--- src/ringBridgePkg.sv ---
// Ring bridge package holding the ring message types, operation codes and address regions
`default_nettype none

package ringBridgePkg;

	// geometry of the victim cache
	localparam int lineOffsetBits = 4;  // byte offset bits within a 16-byte line
	localparam int defaultWays = 4;
	localparam int defaultSetBits = 6;

	// position of the no-cache flag in the mode word
	localparam int noCacheBit = 11;

	// address regions, taken from addr[47:44]
	localparam logic [3:0] regionCached = 4'hC;
	localparam logic [3:0] regionFlush = 4'hD;

	// mode byte layout
	// bits 7:6 give the class, bits 5:4 the response kind
	localparam logic [1:0] opmClassReq = 2'b10;
	localparam logic [1:0] opmClassResp = 2'b01;
	localparam logic [1:0] opmKindLdResp = 2'b11;

	// operation codes in the low mode byte
	localparam logic [7:0] opmIdle = 8'h00;
	localparam logic [7:0] opmLdx = 8'h83;
	localparam logic [7:0] opmLdxc = 8'h87;
	localparam logic [7:0] opmPfx = 8'h8B;
	localparam logic [7:0] opmSpx = 8'h8F;
	localparam logic [7:0] opmStx = 8'hA3;
	localparam logic [7:0] opmStxc = 8'hA7;
	localparam logic [7:0] opmOkLd = 8'h73;  // load response with OK status

	typedef logic [127:0] tile_t;

	// line tag is address bits 31:4
	typedef logic [31-lineOffsetBits:0] lineTag_t;

	// one ring slot as it travels on either ring
	typedef struct packed {
		logic [15:0] seq;
		logic [15:0] opm;
		logic [47:0] addr;
		tile_t data;
	} ringMsg_t;

	// flags decoded once at capture
	typedef struct packed {
		logic isIdle;
		logic isLoadReq;
		logic isStoreReq;
		logic isReq;          // any load or store request
		logic isOwnLoadResp;  // load response with our node in seq
		logic isOtherResp;    // any response for another node
		logic isCacheable;
		logic isFlush;
		logic storeAllowed;   // above the low 16M
	} ringClass_t;

	typedef struct packed {
		ringMsg_t msg;
		ringClass_t cls;
	} ringSlot_t;

endpackage

`default_nettype wire

--- src/ringSteer.sv ---
// Ring steer stage that picks and registers the message for each ring output
`default_nettype none

module ringSteer (
	input wire clock,
	input wire reset,
	input wire ringBridgePkg::ringSlot_t l1Slot,
	input wire ringBridgePkg::ringSlot_t l2Slot,
	input wire hit,
	input wire ringBridgePkg::tile_t hitData,
	output ringBridgePkg::ringMsg_t l1Out,
	output ringBridgePkg::ringMsg_t l2Out
);

	import ringBridgePkg::*;

	ringMsg_t l1Next;
	ringMsg_t l2Next;
	logic holdBack;

	// L2 traffic not meant for us stays on L2 when L1 has a free slot
	assign holdBack = (l2Slot.cls.isReq || l2Slot.cls.isOtherResp) && l1Slot.cls.isIdle;

	always_comb begin
		// default is a straight swap across the bridge
		l1Next = l2Slot.msg;
		l2Next = l1Slot.msg;
		if (holdBack) begin
			l1Next = l1Slot.msg;
			l2Next = l2Slot.msg;
		end
		if (hit) begin
			// answer the load locally
			l1Next = l1Slot.msg;
			l1Next.opm[7:4] = opmOkLd[7:4];
			l1Next.data = hitData;
			l2Next = l2Slot.msg;
		end
	end

	always_ff @(posedge clock) begin
		l1Out <= l1Next;
		l2Out <= l2Next;
		if (reset) begin
			l1Out.seq <= '0;
			l1Out.opm <= '0;
			l2Out.seq <= '0;
			l2Out.opm <= '0;
		end
	end

	// capture clears its slots too, so the cycle after reset is idle
	idleAfterReset: assert property (@(posedge clock)
		$fell(reset) |=> (l1Out.opm == '0) && (l2Out.opm == '0))
		else $error("ring output not idle in the cycle after reset");

endmodule

`default_nettype wire

--- config.mk ---
export PLATFORM = sky130hd
export DESIGN_NAME = ringSteer
export DESIGN_NICKNAME = d
export VERILOG_FILES = /design/src/ringBridgePkg.sv /design/src/ringSteer.sv
export SDC_FILE = /design/constraint.sdc
export NUM_CORES = 1
export LEC_CHECK = 0
export BUFFER_PORTS_ARGS = -buffer_cell sky130_fd_sc_hd__buf_2
export CAP_MARGIN = 20
export CORE_AREA = 2 2 378 380
export CTS_BUF_LIST = sky130_fd_sc_hd__clkbuf_2
export CTS_CLUSTER_SIZE = 14
export DETAILED_ROUTE_END_ITERATION = 12
export DIE_AREA = 0 0 380 382
export PLACE_DENSITY = 0.36
export SLEW_MARGIN = 5
export SYNTH_ARGS = -nofsm -noshare
export SYNTH_HDL_FRONTEND = slang
export SYNTH_SLANG_ARGS = --single-unit
export TNS_END_PERCENT = 1
--- constraint.sdc ---
create_clock -name clock -period 3 [get_ports clock]
set_input_delay 0.15 -clock clock [delete_from_list [all_inputs] [get_ports clock]]
set_output_delay 0.15 -clock clock [all_outputs]
set_load 0.02 [all_outputs]
==> impl_metrics.tcl, run 1 <==
set metrics [dict create \
    synth.most_common_cell "dfxtp_1" \
    syn_nets 1811 \
    synth_area_leaders "dfxtp_1 (55%), mux2i_1 (12%), mux2_4 (9.9%)" \
    synth_compound_area_share_pct 4.558 \
    yosys-top-cells-count "dfxtp_1 (416), mux2i_1 (185), nand2_1 (128)" \
    synth-edff-count 0 \
    ys_async_sr_fraction_pct 0 \
    fp.dieH_um 382 \
    numCtsBuffers 132 \
    synth_seq_area_share_pct 54.66 \
    yosysTopAreaCell "dfxtp_1" \
    outcome "did not finish" \
    io_pins 981 \
    synth.distinct_cells 18 \
    synth_xor_area_share_pct 0 \
    cts_resized 0 \
    gp_congestion 0.8291 \
    yosysTopAreaCellShare_pct 54.66 \
    cts_root_buf "clkbuf_2" \
    yosysWarnings 0 \
    dp_hpwl_um 59070 \
    htreeDepth 4 \
    error_line "[ERROR RSZ-0060] Max buffer count reached." \
    postCtsSetupBuffers 0 \
    synthFlopType "dfxtp_1" \
    syn_avg_cell_area_sq_um 12.23 \
    netlist_area_sq_um 15230 \
    haltStage "clock tree synthesis" \
    cts.sinks 416 \
    num_rows 138 \
    synth_seq_cells 416 \
    muxShareOfSynthArea_pct 31.18 \
    initial_utilization_pct 10.81 \
    synth_simple_gate_area_share_pct 6.061 \
    syn_inst 1246 \
    die_x_um 380 \
    synth_top_family_by_area "multiplexers" \
    place.port_buffers 965 \
    synthAdderAreaFrac_pct 0 \
    postCtsHoldBufs 854 \
    clk_path_buf_depth 3 \
]
cells by family after synthesis:
logic type      Yosys count
simple gates            200
compound gates          138
mux                     409
flops                   416
buf+inv                  83
per-stage QoR:
step / util [%] / hold WS (ns) / setup slack [ns] / cells / instance area [sq um]
2_1_floorplan: - / 0.2627 / 1.702 / 1246 / 15230
3_3_place_gp: 15.78 / 0.3527 / 0.8784 / 4043 / 22240
3_5_place_dp: 15.78 / 0.3525 / 0.8629 / 4043 / 22240
==> inputs of run 2 (changes only) <==
CORE_AREA = 2 2 387 389   (was 2 2 378 380)
CTS_BUF_LIST = unset   (was sky130_fd_sc_hd__clkbuf_2)
CTS_CLUSTER_SIZE = unset   (was 14)
DIE_AREA = 0 0 389 391   (was 0 0 380 382)
PLACE_DENSITY = unset   (was 0.36)
PLACE_DENSITY_LB_ADDON = 0.15   (was unset)
==> run 2 against run 1 <==
  * The flow now finishes without violations
  * Synthesized area did not move
  * Synthesized cell count stayed put
==> impl_metrics.tcl, run 2 <==
set metrics [dict create \
    die_x_um 389 \
    reg_top3 "l1Out (208), l2Out (208)" \
    grt_max_degree 122 \
    yosysWarnings 0 \
    synth.most_common_cell "dfxtp_1" \
    dp_hpwl_um 65650 \
    instances_no_fill 4981 \
    endpoint_kind "flop" \
    grt_pass1_vias 17396 \
    syn_inst 1246 \
    multi_input_area_sq_um 6391 \
    cts_tree "built" \
    whs_ns 0.1197 \
    ys_async_sr_fraction_pct 0 \
    place_ws_ns 0.9393 \
    yosysTopAreaCellShare_pct 54.66 \
    dieArea_sq_um 152100 \
    layout_commonest_cell "buf_2" \
    gp_congestion 0.7652 \
    numCtsBuffers 57 \
    postCtsHoldBufs 757 \
    critPathMaxFanout 51 \
    hold_violations 0 \
    fp.coreArea_sq_um 148500 \
    worst_slack_ns 1.096 \
    synth_seq_cells 416 \
    drt_iter0_drc 423 \
    num_rows 142 \
    placed_cells 4105 \
    finalSetupTns_ns 0 \
    syn_avg_cell_area_sq_um 12.23 \
    setup_viol 0 \
    layout_common_cells "buf_2 (964), dlygate4sd3_1 (757), dfxtp_1 (416)" \
    nFillCells 16603 \
    clk_path_buf_depth 3 \
    crit_type "in2reg" \
    io_pins 981 \
    power_mw 17.30 \
    power-per-cell-area_nw_per_um2 540.7 \
    nets 3542 \
    cts_resized 0 \
    crit_arrival_ns 2.43 \
    synth_area_leaders "dfxtp_1 (55%), mux2i_1 (12%), mux2_4 (9.9%)" \
    p_leak_nw 15.05 \
    cp.required_ns 3.52 \
    vdd_drop_max_mv 0.4088 \
    synth-edff-count 0 \
    finalWirelength_um 85790 \
    postCtsSetupBuffers 0 \
    area_growth_pct 110.0 \
    maxCapViolCount 0 \
    path_clk_slew_ns 0.06 \
    antenna_found_initial 23 \
    drv_slew 0 \
    ant_nets 0 \
    syn_nets 1811 \
    outcome "finished, final reports clean" \
    drt-vias-per-instance 3.239 \
    rsz0062_at_grt "false" \
    period_minus_slack_ns 1.904 \
    grt_usage_pct 10.78 \
    yosysTopAreaCell "dfxtp_1" \
    synthFlopType "dfxtp_1" \
    startpoint_type "input port" \
    cp_slowest_cell "dlygate4sd3_1" \
    synth.distinct_cells 18 \
    yosys-top-cells-count "dfxtp_1 (416), mux2i_1 (185), nand2_1 (128)" \
    synth_seq_area_share_pct 54.66 \
    fp.dieH_um 391 \
    initial_utilization_pct 10.26 \
    hold_path.class "in2reg" \
    cp_cell_sequence "buf_2 -> o21ai_4 -> buf_12 -> buf_4 -> mux2i_1 -> o21ai_0 -> dlygate4sd3_1" \
    grt_overflow 0 \
    tightest_slew_ns 0.9188 \
    finalCritPeriodShare_pct 63.47 \
    vias 16134 \
    max_stage_delay_ns 0.58 \
    cts.sinks 416 \
    timing.fmax_ghz 0.5252 \
    htreeDepth 2 \
    detail_route.wl_per_cell_um 17.22 \
    drive_gt1_share_pct 42.64 \
    netlist_area_sq_um 15230 \
    place.port_buffers 965 \
    cts_root_buf "clkbuf_16" \
    max_slew_margin_pct 38.74 \
    grt_pass1_wl_um 119100 \
    drc 0 \
    register_area_sq_um 8328 \
    drt_first_pass_iters 4 \
]
## run 2: cell counts after synthesis
No cell type changed its count.
## run 2: kinds of logic after synthesis
kind of cell	share of synthesized area (%)
buffers and inverters	3.540
AND/OR/NAND/NOR	6.061
AO/OA/AOI/OAI	4.558
multiplexers	31.18
flip-flops	54.66
## run 2: final cells by class
type | count | share of cell area (%)
clock buffer | 83 | 5.265
sequential | 416 | 26.03
tap | 1944 | 7.604
clock inverter | 22 | 1.025
antenna | 14 | 0.1095
timing repair buffer | 1755 | 39.98
multi-input combinational | 747 | 19.98
## run 2: per-layer routing
| metal | GRT usage [%] | vias to the layer above | wire length (um) |
|---|---|---|---|
| met5 | 0 | - | 56 |
| met3 | 3.298 | 137 | 5805 |
| met2 | 19.39 | 566 | 43810 |
| li1 | - | 7793 | - |
| met1 | 11.84 | 7628 | 33450 |
| met4 | 3.989 | 10 | 2677 |
## run 2: worst paths after layout
path              slack [ns]  depth (start not counted)                end  startpoint
setup / recovery        1.10                          7  l1Out[81]$_DFF_P_   l2Slot[3]
hold / removal          0.12                          3  l1Out[52]$_DFF_P_  l1Slot[61]
## run 2: metrics by stage
step	utilization [%]	area, sq um
floorplan	-	15230
global placement	15.06	22360
detailed placement	15.06	22360
CTS	21.51	31950
global route	21.53	31970
finish	21.54	31990
## run 2: where the power goes
| part | switching [mW] | total (mW) | leakage [nW] | internal, mW |
|---|---|---|---|---|
| Sequential | 0.129 | 6.14 | 3.50 | 6.01 |
| Combinational | 1.87 | 3.83 | 10.6 | 1.96 |
| Clock | 2.91 | 7.33 | 0.990 | 4.41 |
| Total | 4.91 | 17.3 | 15.1 | 12.4 |
## run 2: worst max-delay path: cells and delay by family
family          cells  cell delay [ns]
buf+inv             4             1.61
compound gates      2             0.35
mux                 1             0.23
No activity file was read; power rests on OpenSTA's default activity.
