===== src/ringBridgePkg.sv =====
// Ring bridge package holding the ring message types, operation codes and address regions
`default_nettype none

package ringBridgePkg;

	// geometry of the victim cache
	localparam int lineOffsetBits = 4;  // byte offset bits within a 16-byte line
	localparam int defaultWays = 4;
	localparam int defaultSetBits = 6;

	// position of the no-cache flag in the mode word
	localparam int noCacheBit = 11;

	// address regions, taken from addr[47:44]
	localparam logic [3:0] regionCached = 4'hC;
	localparam logic [3:0] regionFlush = 4'hD;

	// mode byte layout
	// bits 7:6 give the class, bits 5:4 the response kind
	localparam logic [1:0] opmClassReq = 2'b10;
	localparam logic [1:0] opmClassResp = 2'b01;
	localparam logic [1:0] opmKindLdResp = 2'b11;

	// operation codes in the low mode byte
	localparam logic [7:0] opmIdle = 8'h00;
	localparam logic [7:0] opmLdx = 8'h83;
	localparam logic [7:0] opmLdxc = 8'h87;
	localparam logic [7:0] opmPfx = 8'h8B;
	localparam logic [7:0] opmSpx = 8'h8F;
	localparam logic [7:0] opmStx = 8'hA3;
	localparam logic [7:0] opmStxc = 8'hA7;
	localparam logic [7:0] opmOkLd = 8'h73;  // load response with OK status

	typedef logic [127:0] tile_t;

	// line tag is address bits 31:4
	typedef logic [31-lineOffsetBits:0] lineTag_t;

	// one ring slot as it travels on either ring
	typedef struct packed {
		logic [15:0] seq;
		logic [15:0] opm;
		logic [47:0] addr;
		tile_t data;
	} ringMsg_t;

	// flags decoded once at capture
	typedef struct packed {
		logic isIdle;
		logic isLoadReq;
		logic isStoreReq;
		logic isReq;          // any load or store request
		logic isOwnLoadResp;  // load response with our node in seq
		logic isOtherResp;    // any response for another node
		logic isCacheable;
		logic isFlush;
		logic storeAllowed;   // above the low 16M
	} ringClass_t;

	typedef struct packed {
		ringMsg_t msg;
		ringClass_t cls;
	} ringSlot_t;

endpackage

`default_nettype wire


===== src/ringCapture.sv =====
// Ring capture stage that registers both ring inputs and decodes their class flags
`default_nettype none

module ringCapture (
	input wire clock,
	input wire reset,
	input wire [7:0] nodeId,
	input wire ringBridgePkg::ringMsg_t l1In,
	input wire ringBridgePkg::ringMsg_t l2In,
	output ringBridgePkg::ringSlot_t l1Slot,
	output ringBridgePkg::ringSlot_t l2Slot
);

	import ringBridgePkg::*;

	localparam ringClass_t idleClass = '{isIdle: 1'b1, default: 1'b0};

	function automatic ringClass_t classify(ringMsg_t msg, logic [7:0] node);
		ringClass_t cls;
		logic [7:0] mode;
		logic isResp;
		logic ownSeq;
		logic inCachedSpace;
		mode = msg.opm[7:0];
		isResp = (mode[7:6] == opmClassResp);
		ownSeq = (msg.seq[15:10] == node[7:2]);  // node number lives in the top of seq
		inCachedSpace = (msg.addr[47:44] == regionCached) && (msg.addr[43:32] == '0);

		cls.isIdle = (mode == opmIdle);
		cls.isLoadReq = (mode == opmLdx) || (mode == opmLdxc) ||
			(mode == opmPfx) || (mode == opmSpx);
		cls.isStoreReq = (mode == opmStx) || (mode == opmStxc);
		cls.isReq = cls.isLoadReq || cls.isStoreReq;
		cls.isOwnLoadResp = isResp && ownSeq && (mode[5:4] == opmKindLdResp);
		cls.isOtherResp = isResp && !ownSeq;
		cls.isCacheable = inCachedSpace && !msg.opm[noCacheBit];
		cls.isFlush = (msg.addr[47:44] == regionFlush) || msg.opm[noCacheBit];
		cls.storeAllowed = (msg.addr[31:24] != '0);
		return cls;
	endfunction

	always_ff @(posedge clock) begin
		l1Slot.msg <= l1In;
		l1Slot.cls <= classify(l1In, nodeId);
		l2Slot.msg <= l2In;
		l2Slot.cls <= classify(l2In, nodeId);
		if (reset) begin
			// both rings look idle while reset is high
			l1Slot.msg.seq <= '0;
			l1Slot.msg.opm <= '0;
			l1Slot.cls <= idleClass;
			l2Slot.msg.seq <= '0;
			l2Slot.msg.opm <= '0;
			l2Slot.cls <= idleClass;
		end
	end

	// stores carry mode bit 5, loads never do, so no slot is both
	loadStoreExclusive: assert property (@(posedge clock) disable iff (reset)
		!(l1Slot.cls.isLoadReq && l1Slot.msg.opm[5]) &&
		!(l1Slot.cls.isStoreReq && !l1Slot.msg.opm[5]) &&
		!(l2Slot.cls.isLoadReq && l2Slot.msg.opm[5]) &&
		!(l2Slot.cls.isStoreReq && !l2Slot.msg.opm[5]))
		else $error("captured slot decoded as both load and store");

endmodule

`default_nettype wire


===== config.mk =====
export PLATFORM = sky130hd
export DESIGN_NAME = ringCapture
export DESIGN_NICKNAME = d
export VERILOG_FILES = /design/src/ringBridgePkg.sv /design/src/ringCapture.sv
export SDC_FILE = /design/constraint.sdc
export NUM_CORES = 1
export LEC_CHECK = 0
export BUFFER_PORTS_ARGS = -buffer_cell sky130_fd_sc_hd__buf_4
export CAP_MARGIN = 20
export CORE_AREA = 2 2 337 339
export CTS_BUF_LIST = sky130_fd_sc_hd__clkbuf_8
export DETAILED_ROUTE_END_ITERATION = 8
export DIE_AREA = 0 0 339 341
export PLACE_DENSITY = 0.3
export REMOVE_ABC_BUFFERS = 1
export SLEW_MARGIN = 20
export SYNTH_ARGS = -nofsm -noshare
export SYNTH_HDL_FRONTEND = slang
export SYNTH_SLANG_ARGS = --single-unit

===== constraint.sdc =====
create_clock -name clock -period 1.2 [get_ports clock]
set_input_delay 0.06 -clock clock [delete_from_list [all_inputs] [get_ports clock]]
set_output_delay 0.06 -clock clock [all_outputs]
set_load 0.01 [all_outputs]

==> results of run 1 <==
-- synth_stat cells (all sizes together) --
cell | n | area (um^2)
nor4bb | 2 | 20.0
xor2 | 4 | 35.0
nor2 | 6 | 22.5
xnor2 | 8 | 70.1
nand4 | 4 | 25.0
clkbuf | 3 | 11.3
nor2b | 62 | 388
nand3 | 4 | 20.0
or4 | 2 | 22.5
o31a | 2 | 17.5
and2b | 2 | 15.0
a21o | 2 | 15.0
a31o | 2 | 17.5
dfxtp | 434 | 8690
nor4 | 14 | 106
nor3b | 4 | 35.0
a21oi | 4 | 20.0
buf | 4 | 26.3
-- stage by stage --
stage	TNS [ps]	setup WS (ps)	instance area (um^2)	utilization (%)	hold slack [ps]
2_1_floorplan	0	354	9520	-	87.7
3_5_place_dp	0	31.9	17900	16.0	165
3_3_place_gp	-35.8	-35.8	17900	16.0	165
-- logic make-up after synthesis --
| group | Yosys count | synth area share, % |
|---|---|---|
| and+or+nand+nor | 100 | 6.85 |
| AOI/OAI and AO/OA | 10 | 0.733 |
| DFF | 434 | 90.9 |
| xor gates and xnor gates | 12 | 1.10 |
| buffers and inverters | 7 | 0.393 |
==> impl_metrics.env, run 1 <==
export IMPL_postCtsHoldBufs=614
export IMPL_dp_cells=2920
export IMPL_die_w_um=339
export IMPL_clockBufferDepth=3
export IMPL_stop_stage="clock tree synthesis (4_1_cts)"
export IMPL_tool_error="[ERROR RSZ-0060] Max buffer count reached."
export IMPL_routabilityCongestion=0.864
export IMPL_ys_warn_count=0
export IMPL_die_y_um=341
export IMPL_netlist_instances=563
export IMPL_rows=123
export IMPL_avgSynthCellArea_um2=17.0
export IMPL_postCtsSetupRepairBufs=0
export IMPL_cts_buffers=85
export IMPL_initial_utilization_pct=8.54
export IMPL_yosysSeqAreaShare_pct=90.9
export IMPL_synth_area_mm2=0.00956
export IMPL_root_buffer="clkbuf_8"
export IMPL_ctsResizeCount=789
export IMPL_synth_cell_types=21
export IMPL_htree_num_levels=3
export IMPL_ys_ff_latch=434
export IMPL_num_io_pins=860
export IMPL_hpwlAfterDp_um=45600
export IMPL_io_buffer_count=857
export IMPL_clock_sinks=434
export IMPL_status="aborted with a tool error"
==> inputs of run 2 (changes only) <==
- CORE_AREA: 2 2 337 339 -> 2 2 336 338
- CTS_BUF_LIST: sky130_fd_sc_hd__clkbuf_8 -> unset
- DIE_AREA: 0 0 339 341 -> 0 0 338 340
- PLACE_DENSITY: 0.3 -> unset
- PLACE_DENSITY_LB_ADDON: unset -> 0.15
==> impl_metrics.env, run 2 <==
export IMPL_routabilityCongestion=0.782
export IMPL_tightestPinTransition_ps=465
export IMPL_setup_viol=2
export IMPL_avgSynthCellArea_um2=17.0
export IMPL_cp_arrival_ps=1770
export IMPL_slowest_stage="dlygate4sd3_1"
export IMPL_place_ws_ps=67.6
export IMPL_synth_cell_types=21
export IMPL_grt_pass1_wl_um=75500
export IMPL_crit_path_cell_trace="buf_4 > dlygate4sd3_1 > nor2_2 > nand4_1 > a21oi_1 > dlygate4sd3_1"
export IMPL_yosysSeqAreaShare_pct=90.9
export IMPL_drc_errors=0
export IMPL_synth_top_area_share_pct=90.9
export IMPL_htree_num_levels=2
export IMPL_synth_edf_count=0
export IMPL_setup_tns_ps=-12.9
export IMPL_status="complete, but fails checks"
export IMPL_grt_max_degree=19
export IMPL_root_buffer="clkbuf_16"
export IMPL_worstSetupStartpointType="input port"
export IMPL_yosysTopAreaCell="dfxtp_1"
export IMPL_dp_cells=2923
export IMPL_synthTopCellsByCount="dfxtp_1, nor2b_1, nor4_1"
export IMPL_first_pass_iters=6
export IMPL_slowest_delay_ps=570
export IMPL_worst_slack_ps=-7.75
export IMPL_cp_common_cell="dlygate4sd3_1"
export IMPL_clockBufferDepth=3
export IMPL_drt_iter0_drc=99
export IMPL_synth_async_sr_flop_share_pct=0
export IMPL_ys_ff_latch=434
export IMPL_fin_cells=3536
export IMPL_min_path_type="in -> reg"
export IMPL_fmax_mhz=828
export IMPL_p_per_area_mw_per_mm2=1450
export IMPL_placed_area_mm2=0.0179
export IMPL_violations="setup timing"
export IMPL_design_area_mm2=0.0263
export IMPL_vias=9820
export IMPL_grt_pass1_vias=11300
export IMPL_synthFlopType="dfxtp_1"
export IMPL_finalNetCount=2409
export IMPL_coreArea_mm2=0.112
export IMPL_layout_common_cells="buf_4, dlygate4sd3_1, buf_6"
export IMPL_maxCapViolCount=0
export IMPL_report_final_slew_viol_count=0
export IMPL_ys_top_cells_by_area="dfxtp_1, nor2b_1, xnor2_1, nor4_1, nor4_2"
export IMPL_rows=123
export IMPL_path_class="in -> reg"
export IMPL_hpwlAfterDp_um=42500
export IMPL_cts_tree="yes"
export IMPL_grt_overflow=0
export IMPL_die_area_mm2=0.115
export IMPL_critPathMaxFanout=3
export IMPL_clock_sinks=434
export IMPL_drive_gt1_share_pct=59.6
export IMPL_final_util_pct=23.6
export IMPL_num_io_pins=860
export IMPL_hold_viol=0
export IMPL_die_w_um=338
export IMPL_rsz0062_at_grt="true"
export IMPL_max_vdd_ir_drop_mv=0.959
export IMPL_cts_buffers=56
export IMPL_drtAntennaViolNets=0
export IMPL_relSlewSlack_pct=68.7
export IMPL_fin_crit_sh_pct=101
export IMPL_viasPerCell=2.78
export IMPL_ys_warn_count=0
export IMPL_drt_wirelength_per_cell_um=15.7
export IMPL_synth_area_mm2=0.00956
export IMPL_track_usage_pct=9.21
export IMPL_cp_required_ps=1760
export IMPL_initial_utilization_pct=8.56
export IMPL_cp_end_kind="register"
export IMPL_yosysMostFrequentCell="dfxtp_1"
export IMPL_totalWireLength_um=55600
export IMPL_final_common_cell="buf_4"
export IMPL_top_regs="l1Slot (217), l2Slot (217)"
export IMPL_min_period_ps=1210
export IMPL_io_buffer_count=857
export IMPL_netlist_instances=563
export IMPL_area_growth_pct=175
export IMPL_die_y_um=340
export IMPL_total_leakage_power_uw=0.0115
export IMPL_antenna_found_initial=15
export IMPL_clk_pin_slew_ps=60
run 2: cell counts after synthesis:
No cell type changed its count.
run 2: through the flow:
stage | power [uW] | hold WS (ps)
3_3_place_gp | 19000 | 165
2_1_floorplan | 16200 | 87.7
6_report | 38100 | 61.9
5_1_grt | 39900 | 13.4
3_5_place_dp | 18900 | 165
4_1_cts | 39100 | 0.0637
run 2: routing by layer:
layer / global-route usage (%) / wire length, um
met5: 0 / 31
met2: 16.9 / 28800
met1: 8.86 / 18900
met3: 4.28 / 5920
met4: 3.52 / 1990
run 2: layout make-up:
| cell class | count | area [um^2] |
|---|---|---|
| Antenna cell | 7 | 17.5 |
| Clock buffer | 73 | 1550 |
| Clock inverter | 31 | 407 |
| Fill cell | 11900 | 85300 |
| Multi-Input combinational cell | 122 | 861 |
| Sequential cell | 434 | 9000 |
| Tap cell | 1500 | 1880 |
| Timing Repair Buffer | 1369 | 12600 |
run 2: critical path, delay by kind of cell:
| kind | cells | cell delay (ps) |
|---|---|---|
| compound gates | 1 | 140 |
| buf+inv | 3 | 1230 |
| simple gates | 2 | 340 |
run 2: cell families (layout without fill, tap and decap cells):
logic type	after synthesis	count (layout)	share of synthesized area [%]
DFF	434	434	90.9
and+or+nand+nor	100	100	6.85
xor gates and xnor gates	12	12	1.10
AOI/OAI and AO/OA	10	10	0.733
buffers and inverters	7	1473	0.393
other	0	7	0
run 2: final timing paths:
path,start,endpoint,slack [ps],cells after the start
min,reset,l1Slot[212]$_SDFF_PP0_,60,4
max,l1In[182],l1Slot[5]$_SDFF_PP0_,-8,6
run 2: timing repair:
action / in CTS / in global routing
hold buffers: 502 / 2
endpoints found under the hold margin: 434 / 5
endpoints found under the setup margin: 253 / 131
pin swaps: 0 / 5
gates resized for setup: 457 / 62
setup buffers: 0 / 1
run 2: report_power, final:
part	leakage [uW]	switching [uW]	internal, uW
logic	0.00694	1620	3220
registers	0.00367	329	15300
clock network	0.000937	6990	10700
total	0.0115	8930	29100
No activity file was read; power rests on OpenSTA's default activity.
==> inputs of run 3 (changes only) <==
- SKIP_LAST_GASP: unset -> 1
==> impl_metrics.env, run 3 (synthesis results as in run 2) <==
export IMPL_critPathMaxFanout=3
export IMPL_violations="setup timing"
export IMPL_total_leakage_power_uw=0.0115
export IMPL_cts_buffers=56
export IMPL_io_buffer_count=857
export IMPL_grt_max_degree=19
export IMPL_drtAntennaViolNets=0
export IMPL_die_w_um=338
export IMPL_whs_ps=61.8
export IMPL_coreArea_mm2=0.112
export IMPL_report_final_slew_viol_count=0
export IMPL_layout_common_cells="buf_4, dlygate4sd3_1, buf_6"
export IMPL_top_regs="l1Slot (217), l2Slot (217)"
export IMPL_status="complete, but fails checks"
export IMPL_hold_start="reset"
export IMPL_max_vdd_ir_drop_mv=0.959
export IMPL_clk_pin_slew_ps=60
export IMPL_final_common_cell="buf_4"
export IMPL_root_buffer="clkbuf_16"
export IMPL_cp_required_ps=1730
export IMPL_num_io_pins=860
export IMPL_fmax_mhz=777
export IMPL_rows=123
export IMPL_min_path_type="in -> reg"
export IMPL_die_area_mm2=0.115
export IMPL_relSlewSlack_pct=68.7
export IMPL_fin_cells=3536
export IMPL_p_per_area_mw_per_mm2=1450
export IMPL_drc_errors=0
export IMPL_path_class="in -> reg"
export IMPL_dp_cells=2923
export IMPL_initial_utilization_pct=8.56
export IMPL_hold_viol=0
export IMPL_clock_sinks=434
export IMPL_rsz0062_at_grt="true"
export IMPL_cp_arrival_ps=1820
export IMPL_maxCapViolCount=0
export IMPL_worstSetupStartpointType="input port"
export IMPL_cts_tree="yes"
export IMPL_antenna_found_initial=15
export IMPL_area_growth_pct=175
export IMPL_grt_pass1_vias=11300
export IMPL_clockBufferDepth=3
export IMPL_fin_crit_sh_pct=107
export IMPL_finalNetCount=2409
export IMPL_vias=9826
export IMPL_crit_path_start="l2In[182]"
export IMPL_worst_slack_ps=-86.5
export IMPL_min_period_ps=1290
export IMPL_routabilityCongestion=0.782
export IMPL_drive_gt1_share_pct=59.6
export IMPL_first_pass_iters=6
export IMPL_drt_wirelength_per_cell_um=15.7
export IMPL_tightestPinTransition_ps=465
export IMPL_viasPerCell=2.78
export IMPL_cp_end_kind="register"
export IMPL_hpwlAfterDp_um=42500
export IMPL_final_util_pct=23.6
export IMPL_grt_overflow=0
export IMPL_htree_num_levels=2
export IMPL_setup_viol=3
export IMPL_totalWireLength_um=55600
export IMPL_die_y_um=340
export IMPL_grt_pass1_wl_um=75500
export IMPL_drt_iter0_drc=94
export IMPL_track_usage_pct=9.21
-- run 3: cell count changes in the layout (fill, tap and decap cells not counted), sizes merged --
cell          change
dlygate4sd3       +1
dlymetal6s4s      -1
-- run 3: path summary, 6_finish.rpt --
kind                                     end  slack (ps)  depth (start not counted)
worst max-delay path    l2Slot[6]$_SDFF_PP0_         -90                          6
worst min-delay path  l1Slot[212]$_SDFF_PP0_          60                          4
-- run 3: worst max-delay path, cell delays in order --
cell,delay (ps)
buf_4,110
dlygate4sd3_1,590
nor2_2,150
nand4_1,140
dlygate4sd3_1,590
nor3b_1,180
-- run 3: per-stage QoR --
step           total power (uW)  setup slack (ps)  area, um^2  TNS (ps)
6_report                  38100             -86.5       26300     -99.5
5_1_grt                   39900             -86.1       26300     -1550
4_1_cts                   39100              -115       26100     -3400
3_5_place_dp              18900              67.6       17900         0
3_3_place_gp              19000              14.4       17900         0
2_1_floorplan             16200               354        9520         0
-- run 3: final cells by class --
type                       count  area (um^2)
fill                       11900        85300
timing repair buffer        1369        12600
tap                         1500         1880
clock inverter                31          407
sequential                   434         9000
clock buffer                  73         1550
antenna                        7         17.5
multi-input combinational    122          852
-- run 3: repair_timing --
item / in CTS / in global routing
hold buffers: 502 / 2
hold endpoints to repair: 434 / 5
setup buffers: 0 / 1
pin swaps: 0 / 5
setup endpoints to repair: 253 / 131
resized for setup: 457 / 60
-- run 3: where the power goes --
group	switching, uW	leakage (uW)	internal, uW	total, uW
registers	329	0.00367	15300	15600
clock network	6990	0.000937	10700	17600
logic	1610	0.00693	3220	4830
-- run 3: routing by layer --
metal	GRT usage [%]	vias up	wire, um
met3	4.28	87	5920
met5	0	-	31
met4	3.52	6	1990
li1	-	4673	-
met1	8.86	4581	18900
met2	16.9	479	28800
